## src/logic/knight_pkg.sv

```systemverilog
`default_nettype none

package knight_pkg;

  ////////////////////////////////////////////////////////////
  // datapath widths
  ////////////////////////////////////////////////////////////
  localparam int DUTY_W  = 11;   // duty word and period counter
  localparam int OMEGA_W = 16;   // signed wheel speed
  localparam int HEAD_W  = 20;   // signed platform heading
  localparam int POS_W   = 15;   // board coords, 4096 per square

  ////////////////////////////////////////////////////////////
  // physics constants
  ////////////////////////////////////////////////////////////
  localparam int OMEGA_MAX   = 32700;  // wheel speed clip
  localparam int TORQUE_DEAD = 32;     // friction band on |alpha|
  localparam int FWD_MIN     = 1000;   // both wheels above this to travel
  localparam int STEER_MIN   = 22000;  // speed sum needed for lateral IR

  // start pose is the center square, facing north
  localparam logic [POS_W-1:0]         START_XX      = 15'h2800;
  localparam logic [POS_W-1:0]         START_YY      = 15'h2800;
  localparam logic signed [HEAD_W-1:0] START_HEADING = 20'sh00000;

  // heading sectors, compared against heading[19:8]
  // north wraps through zero, so N_LO sits above N_HI
  localparam logic [11:0] SECT_N_LO = 12'hFB8;
  localparam logic [11:0] SECT_N_HI = 12'h048;
  localparam logic [11:0] SECT_S_LO = 12'h7B8;
  localparam logic [11:0] SECT_S_HI = 12'h848;
  localparam logic [11:0] SECT_E_LO = 12'hBB8;
  localparam logic [11:0] SECT_E_HI = 12'hC48;
  localparam logic [11:0] SECT_W_LO = 12'h3B8;
  localparam logic [11:0] SECT_W_HI = 12'h448;

  // center line windows on coord[11:0], bounds exclusive
  localparam logic [11:0] LINE_LO_A = 12'h3E0;
  localparam logic [11:0] LINE_HI_A = 12'h460;
  localparam logic [11:0] LINE_LO_B = 12'hBA0;
  localparam logic [11:0] LINE_HI_B = 12'hC20;

  // guard rail thresholds on the cross-track coord
  localparam logic [11:0] LANE_HI = 12'h8F0;
  localparam logic [11:0] LANE_LO = 12'h710;

endpackage

`default_nettype wire

```

## src/logic/pwm_duty_meter.sv

```systemverilog
`timescale 1ns/1ps
`default_nettype none

module pwm_duty_meter (
  input  logic                          clk,
  input  logic                          rst_n,
  input  logic                          pwm,          // raw motor pwm level
  output logic [knight_pkg::DUTY_W-1:0] duty,         // high cycles of last period
  output logic                          period_done   // one cycle after wrap
);
  import knight_pkg::*;

  logic [DUTY_W-1:0] per_cnt;    // free running period position
  logic [DUTY_W-1:0] high_cnt;   // high cycles so far this period
  logic              wrap;

  assign wrap = &per_cnt;  // last cycle of the period

  ////////////////////////////////////////////////////////////
  // period and high-time counters
  ////////////////////////////////////////////////////////////
  always_ff @(posedge clk or negedge rst_n) begin
    if (!rst_n) begin
      per_cnt <= '0;
    end else begin
      per_cnt <= per_cnt + 1'b1;  // wraps every 2048
    end
  end

  always_ff @(posedge clk or negedge rst_n) begin
    if (!rst_n) begin
      high_cnt <= '0;
    end else if (wrap) begin
      high_cnt <= '0;  // start fresh for next period
    end else if (pwm) begin
      high_cnt <= high_cnt + 1'b1;
    end
  end

  ////////////////////////////////////////////////////////////
  // hold the measurement and flag it
  ////////////////////////////////////////////////////////////
  always_ff @(posedge clk or negedge rst_n) begin
    if (!rst_n) begin
      duty        <= '0;
      period_done <= 1'b0;
    end else begin
      if (wrap) duty <= high_cnt;  // holds until next wrap
      period_done <= wrap;
    end
  end

endmodule

`default_nettype wire

```

## src/logic/wheel_dynamics.sv

```systemverilog
`timescale 1ns/1ps
`default_nettype none

module wheel_dynamics (
  input  logic                                  clk,
  input  logic                                  rst_n,
  input  logic                                  step,        // new duties available
  input  logic [knight_pkg::DUTY_W-1:0]         duty_fwd,
  input  logic [knight_pkg::DUTY_W-1:0]         duty_rev,
  output logic signed [knight_pkg::OMEGA_W-1:0] omega,       // wheel angular speed
  output logic                                  step_done    // omega just updated
);
  import knight_pkg::*;

  logic signed [DUTY_W:0]    torque;      // fwd minus rev, one extra bit for sign
  logic signed [13:0]        alpha_raw;   // before saturation
  logic signed [12:0]        alpha;       // saturated angular accel
  logic signed [OMEGA_W:0]   omega_int;   // integrated, one guard bit
  logic signed [OMEGA_W-1:0] omega_nxt;
  logic                      slipping;    // accel outside the dead band

  // linear torque model
  assign torque = $signed({1'b0, duty_fwd}) - $signed({1'b0, duty_rev});

  ////////////////////////////////////////////////////////////
  // angular acceleration: torque minus back-emf style drag
  ////////////////////////////////////////////////////////////
  assign alpha_raw = 14'(torque) - 14'(omega >>> 4) - 14'(omega >>> 6);

  always_comb begin
    if (alpha_raw[13] && !alpha_raw[12]) begin
      alpha = 13'sh1000;           // clamp at most negative
    end else if (!alpha_raw[13] && alpha_raw[12]) begin
      alpha = 13'sh0FFF;           // clamp at most positive
    end else begin
      alpha = alpha_raw[12:0];
    end
  end

  assign slipping = (alpha > TORQUE_DEAD) || (alpha < -TORQUE_DEAD);

  ////////////////////////////////////////////////////////////
  // speed integration with clip, else friction decay
  ////////////////////////////////////////////////////////////
  assign omega_int = (OMEGA_W+1)'(omega) + (OMEGA_W+1)'(alpha >>> 3);

  always_comb begin
    if (slipping) begin
      if (omega_int > OMEGA_MAX) begin
        omega_nxt = OMEGA_W'(OMEGA_MAX);
      end else if (omega_int < -OMEGA_MAX) begin
        omega_nxt = OMEGA_W'(-OMEGA_MAX);
      end else begin
        omega_nxt = omega_int[OMEGA_W-1:0];
      end
    end else begin
      omega_nxt = omega - (omega >>> 6);  // friction takes 1/64
    end
  end

  always_ff @(posedge clk or negedge rst_n) begin
    if (!rst_n) begin
      omega     <= '0;
      step_done <= 1'b0;
    end else begin
      if (step) omega <= omega_nxt;
      step_done <= step;  // lines up with new omega
    end
  end

endmodule

`default_nettype wire

```

## src/logic/platform_integrator.sv

```systemverilog
`timescale 1ns/1ps
`default_nettype none

module platform_integrator (
  input  logic                                  clk,
  input  logic                                  rst_n,
  input  logic                                  step,        // wheel speeds updated
  input  logic signed [knight_pkg::OMEGA_W-1:0] omega_lft,
  input  logic signed [knight_pkg::OMEGA_W-1:0] omega_rght,
  output logic signed [knight_pkg::HEAD_W-1:0]  heading,
  output logic [knight_pkg::POS_W-1:0]          xx,
  output logic [knight_pkg::POS_W-1:0]          yy,
  output logic                                  lft_ir_n,    // guard rail on left
  output logic                                  cntr_ir_n,   // over a center line
  output logic                                  rght_ir_n,   // guard rail on right
  output logic                                  pose_vld
);
  import knight_pkg::*;

  logic signed [OMEGA_W-1:0] head_rate;    // platform angular speed
  logic signed [OMEGA_W:0]   omega_sum;    // positive when driving forward
  logic signed [HEAD_W-1:0]  heading_nxt;
  logic [11:0]               sector;       // coarse heading
  logic [POS_W-1:0]          advance;      // distance per step
  logic                      moving;
  logic                      steering;
  logic                      in_n, in_s, in_e, in_w;
  logic [POS_W-1:0]          xx_nxt, yy_nxt;
  logic [11:0]               xx_lo, yy_lo; // position within a square
  logic                      lft_nxt, rght_nxt;
  logic                      on_line;

  function automatic logic in_window(input logic [11:0] v);
    in_window = ((v > LINE_LO_A) && (v < LINE_HI_A)) ||
                ((v > LINE_LO_B) && (v < LINE_HI_B));
  endfunction

  ////////////////////////////////////////////////////////////
  // heading integration
  ////////////////////////////////////////////////////////////
  assign head_rate   = (omega_rght >>> 1) - (omega_lft >>> 1);  // ccw positive
  assign heading_nxt = heading + HEAD_W'(head_rate >>> 7);

  assign omega_sum = omega_lft + omega_rght;                    // 17 bit context
  assign moving    = (omega_lft > FWD_MIN) && (omega_rght > FWD_MIN);
  assign steering  = omega_sum > STEER_MIN;
  assign advance   = POS_W'(omega_sum[OMEGA_W:13]);             // top 4 bits only

  // sector decode uses the freshly integrated heading
  assign sector = heading_nxt[HEAD_W-1:HEAD_W-12];
  assign in_n   = (sector >= SECT_N_LO) || (sector <= SECT_N_HI);  // wraps zero
  assign in_s   = (sector >= SECT_S_LO) && (sector <= SECT_S_HI);
  assign in_e   = (sector >= SECT_E_LO) && (sector <= SECT_E_HI);
  assign in_w   = (sector >= SECT_W_LO) && (sector <= SECT_W_HI);

  ////////////////////////////////////////////////////////////
  // travel along the sector axis
  ////////////////////////////////////////////////////////////
  always_comb begin
    xx_nxt = xx;
    yy_nxt = yy;
    if (moving) begin
      if (in_n) begin
        yy_nxt = yy + advance;
      end else if (in_s) begin
        yy_nxt = yy - advance;
      end else if (in_e) begin
        xx_nxt = xx + advance;
      end else if (in_w) begin
        xx_nxt = xx - advance;
      end
      // off-axis headings do not translate
    end
  end

  assign xx_lo = xx_nxt[11:0];
  assign yy_lo = yy_nxt[11:0];

  ////////////////////////////////////////////////////////////
  // lateral IR, side depends on direction of travel
  ////////////////////////////////////////////////////////////
  always_comb begin
    lft_nxt  = 1'b1;  // inactive unless a rail is seen
    rght_nxt = 1'b1;
    if (moving && steering) begin
      if (in_n) begin
        rght_nxt = !(xx_lo > LANE_HI);  // drifted east
        lft_nxt  = !(xx_lo < LANE_LO);
      end else if (in_s) begin
        lft_nxt  = !(xx_lo > LANE_HI);  // mirrored facing south
        rght_nxt = !(xx_lo < LANE_LO);
      end else if (in_e) begin
        lft_nxt  = !(yy_lo > LANE_HI);
        rght_nxt = !(yy_lo < LANE_LO);
      end else if (in_w) begin
        rght_nxt = !(yy_lo > LANE_HI);
        lft_nxt  = !(yy_lo < LANE_LO);
      end
    end
  end

  assign on_line = in_window(xx_lo) || in_window(yy_lo);

  ////////////////////////////////////////////////////////////
  // pose registers
  ////////////////////////////////////////////////////////////
  always_ff @(posedge clk or negedge rst_n) begin
    if (!rst_n) begin
      heading   <= START_HEADING;
      xx        <= START_XX;
      yy        <= START_YY;
      lft_ir_n  <= 1'b1;
      cntr_ir_n <= 1'b1;
      rght_ir_n <= 1'b1;
      pose_vld  <= 1'b0;
    end else begin
      if (step) begin
        heading   <= heading_nxt;
        xx        <= xx_nxt;
        yy        <= yy_nxt;
        lft_ir_n  <= lft_nxt;
        cntr_ir_n <= !on_line;  // active low
        rght_ir_n <= rght_nxt;
      end
      pose_vld <= step;
    end
  end

endmodule

`default_nettype wire

```

## src/logic/knight_physics_top.sv

```systemverilog
`timescale 1ns/1ps
`default_nettype none

module knight_physics_top (
  input  logic                                  clk,
  input  logic                                  rst_n,
  input  logic                                  lft_pwm1,    // left forward
  input  logic                                  lft_pwm2,    // left reverse
  input  logic                                  rght_pwm1,   // right forward
  input  logic                                  rght_pwm2,   // right reverse
  output logic                                  lft_ir_n,
  output logic                                  cntr_ir_n,
  output logic                                  rght_ir_n,
  output logic signed [knight_pkg::HEAD_W-1:0]  heading,
  output logic [knight_pkg::POS_W-1:0]          xx,
  output logic [knight_pkg::POS_W-1:0]          yy,
  output logic signed [knight_pkg::OMEGA_W-1:0] omega_lft,
  output logic signed [knight_pkg::OMEGA_W-1:0] omega_rght,
  output logic                                  pose_vld
);
  import knight_pkg::*;

  logic [DUTY_W-1:0] duty_l1, duty_l2;   // left fwd / rev
  logic [DUTY_W-1:0] duty_r1, duty_r2;   // right fwd / rev
  logic              period_done;        // shared physics tick
  logic              wheel_done;

  ////////////////////////////////////////////////////////////
  // duty meters, all share the same period phase
  ////////////////////////////////////////////////////////////
  pwm_duty_meter mtr_l1_i (.clk(clk), .rst_n(rst_n), .pwm(lft_pwm1),
                           .duty(duty_l1), .period_done(period_done));
  pwm_duty_meter mtr_l2_i (.clk(clk), .rst_n(rst_n), .pwm(lft_pwm2),
                           .duty(duty_l2), .period_done());
  pwm_duty_meter mtr_r1_i (.clk(clk), .rst_n(rst_n), .pwm(rght_pwm1),
                           .duty(duty_r1), .period_done());
  pwm_duty_meter mtr_r2_i (.clk(clk), .rst_n(rst_n), .pwm(rght_pwm2),
                           .duty(duty_r2), .period_done());

  ////////////////////////////////////////////////////////////
  // wheels side by side
  ////////////////////////////////////////////////////////////
  wheel_dynamics wheel_lft_i (.clk(clk), .rst_n(rst_n), .step(period_done),
                              .duty_fwd(duty_l1), .duty_rev(duty_l2),
                              .omega(omega_lft), .step_done(wheel_done));
  wheel_dynamics wheel_rght_i (.clk(clk), .rst_n(rst_n), .step(period_done),
                               .duty_fwd(duty_r1), .duty_rev(duty_r2),
                               .omega(omega_rght), .step_done());

  // platform combines both wheels
  platform_integrator plat_i (
    .clk        (clk),
    .rst_n      (rst_n),
    .step       (wheel_done),
    .omega_lft  (omega_lft),
    .omega_rght (omega_rght),
    .heading    (heading),
    .xx         (xx),
    .yy         (yy),
    .lft_ir_n   (lft_ir_n),
    .cntr_ir_n  (cntr_ir_n),
    .rght_ir_n  (rght_ir_n),
    .pose_vld   (pose_vld)
  );

endmodule

`default_nettype wire

```

## config.mk

```make
export PLATFORM = sky130hd
export DESIGN_NAME = knight_physics_top
export DESIGN_NICKNAME = d
export VERILOG_FILES = /design/src/logic/knight_pkg.sv /design/src/logic/pwm_duty_meter.sv /design/src/logic/wheel_dynamics.sv /design/src/logic/platform_integrator.sv /design/src/logic/knight_physics_top.sv
export SDC_FILE = /design/constraint.sdc
export NUM_CORES = 1
export LEC_CHECK = 0
export BUFFER_PORTS_ARGS = -buffer_cell sky130_fd_sc_hd__buf_2
export CAP_MARGIN = 20
export CORE_ASPECT_RATIO = 1.25
export CORE_MARGIN = 2
export CORE_UTILIZATION = 50
export DETAILED_ROUTE_END_ITERATION = 16
export PLACE_DENSITY = 0.67
export SKIP_CTS_REPAIR_TIMING = 1
export SLEW_MARGIN = 15
export SYNTH_ARGS = -nofsm -noshare
export SYNTH_HDL_FRONTEND = slang
export SYNTH_SLANG_ARGS = --single-unit
```

## constraint.sdc

```tcl
create_clock -name clk -period 16.4 [get_ports clk]
set_clock_uncertainty 0.1 [all_clocks]
set_input_delay 3.28 -clock clk [delete_from_list [all_inputs] [get_ports clk]]
set_output_delay 3.28 -clock clk [all_outputs]
set_load 0.02 [all_outputs]
```

==> impl_metrics.ini <==
[floorplan]
die_x_um = 183
fp.dieH_um = 228
start_util = 0.504
die_area_um2 = 41700
ios = 92
rows = 82
coreArea_um2 = 39800

[setup_path]
crit_path_top_delay_cell = a221oi_2
crit_family = compound AO/OA/AOI/OAI gates
slowest_delay_ns = 0.54
endpoint_kind = flop
cp_max_fo = 9
cp_common_cell = a21oi_1
critPathKind = flop to flop
crit_buf_inv = 3
cp-start-kind = flop
crit_required_ns = 16.76
cp.arrival_ns = 8.98

[clock_tree]
clkTransAtPathRegs_ns = 0.07
clk_latency_ns = 0.57
cts.sinks = 220
clock-root-buffer = clkbuf_16
cts_max_level = 1
clockBufferDepth = 3
tritoncts = yes
cts_buffers = 26

[timing]
worst-slew-pin-transition_ns = 1.12
finalHoldViolations = 0
period_minus_slack_ns = 8.62
min_period_over_period = 0.525
rsz0062_at_grt = false
setup_violations = 0
finalSetupTns_ns = 0
max-slew-margin-rel = 0.248
fmax_mhz = 116
drv_slew = 0
worst_hold_slack_ns = 0.361

[run_status]
status = finished, final reports clean

[finish]
multi_input_area_um2 = 13600
register_area_um2 = 5510
layout-drive-gt1-share = 0.0872
postLayoutCoreUtil = 0.551
diodes = 0
fillers = 3704
num-nets-final = 2698
syn_to_final_growth_pct = 9.36
final_cell_count_no_fill = 2993

[global_routing]
antenna_found_initial = 2
grt_pass1_wl_um = 88500
first_global_vias = 17827
grt_usage = 0.257
grt_overflow_total = 0
grt_max_degree = 76

[yosys]
yosys_warnings = 0
netlist_area_um2 = 20100
synth_edf_count = 0
syn-mean-instance-area_um2 = 8.35
syn_inst = 2400
synth.most_common_cell = nor2_1
synth_top_area_cell = dfrtp_1
ys_seq_area_frac = 0.275
yosys-top-cells-area = dfrtp_1, ha_1, xnor2_1, nor2_1, xor2_1
yosysUniqueCellTypes = 86
syn_nets = 2629
synthDominantCellAreaShare = 0.266
synth_common_cells = nor2_1, dfrtp_1, nand2_1
async_flop_share = 1.00
synth-seq-cells = 220
ys.flop_type = dfrtp_1

[route]
drcViolationCount = 0
vias = 17966
dr.first_iter.drc_count = 1046
routed_via_density = 6.00
drtPass1Iterations = 5
wl_per_cell_um = 18.1
routed_wl_um = 54100
postRouteAntennaNets = 0

[placement]
dp_hpwl_um = 41200
port_buffers = 91
gp_congestion = 0.919
dp_cells = 2945

[run]
drv_cap = 0

[power]
powerDensity_nw_per_um2 = 60.0
peakVddDrop_uv = 89.9
leakage_nw = 10.5

[worst_hold_path]
holdCritPathClass = flop to flop
==> cell families after synthesis <==
group	synth area share
simple gates	0.197
compound gates	0.213
buf+inv	0.0468
fa+ha+maj	0.160
flops	0.275
xor+xnor	0.0922
mux	0.0160
==> per-stage QoR <==
step           setup slack (ns)  power [W]  instance area (µm²)
5_1_grt                    7.16    0.00137                21900
2_1_floorplan              8.54   0.000679                20100
4_1_cts                    7.85    0.00133                21900
6_report                   7.78    0.00132                21900
3_5_place_dp               7.88   0.000715                21000
3_3_place_gp               8.07   0.000711                21000
==> where the power goes <==
group | leakage [nW] | switching, W | internal, W
Combinational | 7.09 | 0.0000454 | 0.0000364
Clock | 0.437 | 0.000253 | 0.000359
Sequential | 2.94 | 0.0000456 | 0.000577
==> metal layers <==
| layer | vias to the layer above | share of wire | track usage |
|---|---|---|---|
| met4 | 0 | 0.045 | 0.115 |
| met2 | 470 | 0.49 | 0.451 |
| met1 | 8593 | 0.41 | 0.312 |
| met3 | 145 | 0.049 | 0.0370 |
| li1 | 8758 | - | - |
| met5 | - | 0 | 0 |
==> layout make-up <==
type | count | share of cell area
Inverter | 179 | 0.0306
Timing Repair Buffer | 109 | 0.0274
Tap cell | 504 | 0.0288
Sequential cell | 220 | 0.251
Multi-Input combinational cell | 1933 | 0.620
Clock inverter | 15 | 0.00679
Clock buffer | 33 | 0.0346
==> sequential cells by signal (all words and copies together), names as in the netlist <==
name and cells:
mtr_r2_i.high_cnt 11, plat_i.cntr_ir_n 1, plat_i.heading 20, mtr_l2_i.duty 11, plat_i.yy 15, mtr_l1_i.period_done 1
mtr_r1_i.high_cnt 11, wheel_lft_i.omega 16, wheel_lft_i.step_done 1, wheel_rght_i.omega 16, plat_i.rght_ir_n 1, mtr_l1_i.high_cnt 11
mtr_r1_i.duty 11, mtr_l1_i.per_cnt 11, mtr_l1_i.duty 11, plat_i.pose_vld 1, mtr_r2_i.duty 11, mtr_l2_i.high_cnt 11
mtr_l2_i.per_cnt 11, plat_i.xx 15, plat_i.lft_ir_n 1, mtr_r2_i.per_cnt 11, mtr_r1_i.per_cnt 11
==> worst paths after layout <==
check / startpoint / endpoint / slack [ns] / depth (start not counted)
setup / recovery: mtr_r1_i.duty[0] / wheel_rght_i.omega[9] / 7.78 / 35
max in group asynchronous: rst_n / mtr_r2_i.high_cnt[0] / 12.21 / 2
setup reg to reg: mtr_r1_i.duty[0] / wheel_rght_i.omega[9] / 7.78 / 35
hold / removal: plat_i.xx[14] / plat_i.xx[14] / 0.36 / 1
min in group asynchronous: rst_n / plat_i.heading[8] / 2.60 / 1
hold reg to reg: plat_i.xx[14] / plat_i.xx[14] / 0.36 / 1
==> placed cells by master, fill, tap and decap left out, drive strengths merged, types with 97 or more instances in the layout <==
cell	Yosys	layout
a21oi	150	150
buf	8	109
dfrtp	213	213
ha	189	189
inv	179	180
nand2	205	205
nor2	228	228
o21ai	158	158
xnor2	114	114
xor2	97	97
No activity file was read; power rests on OpenSTA's default activity.
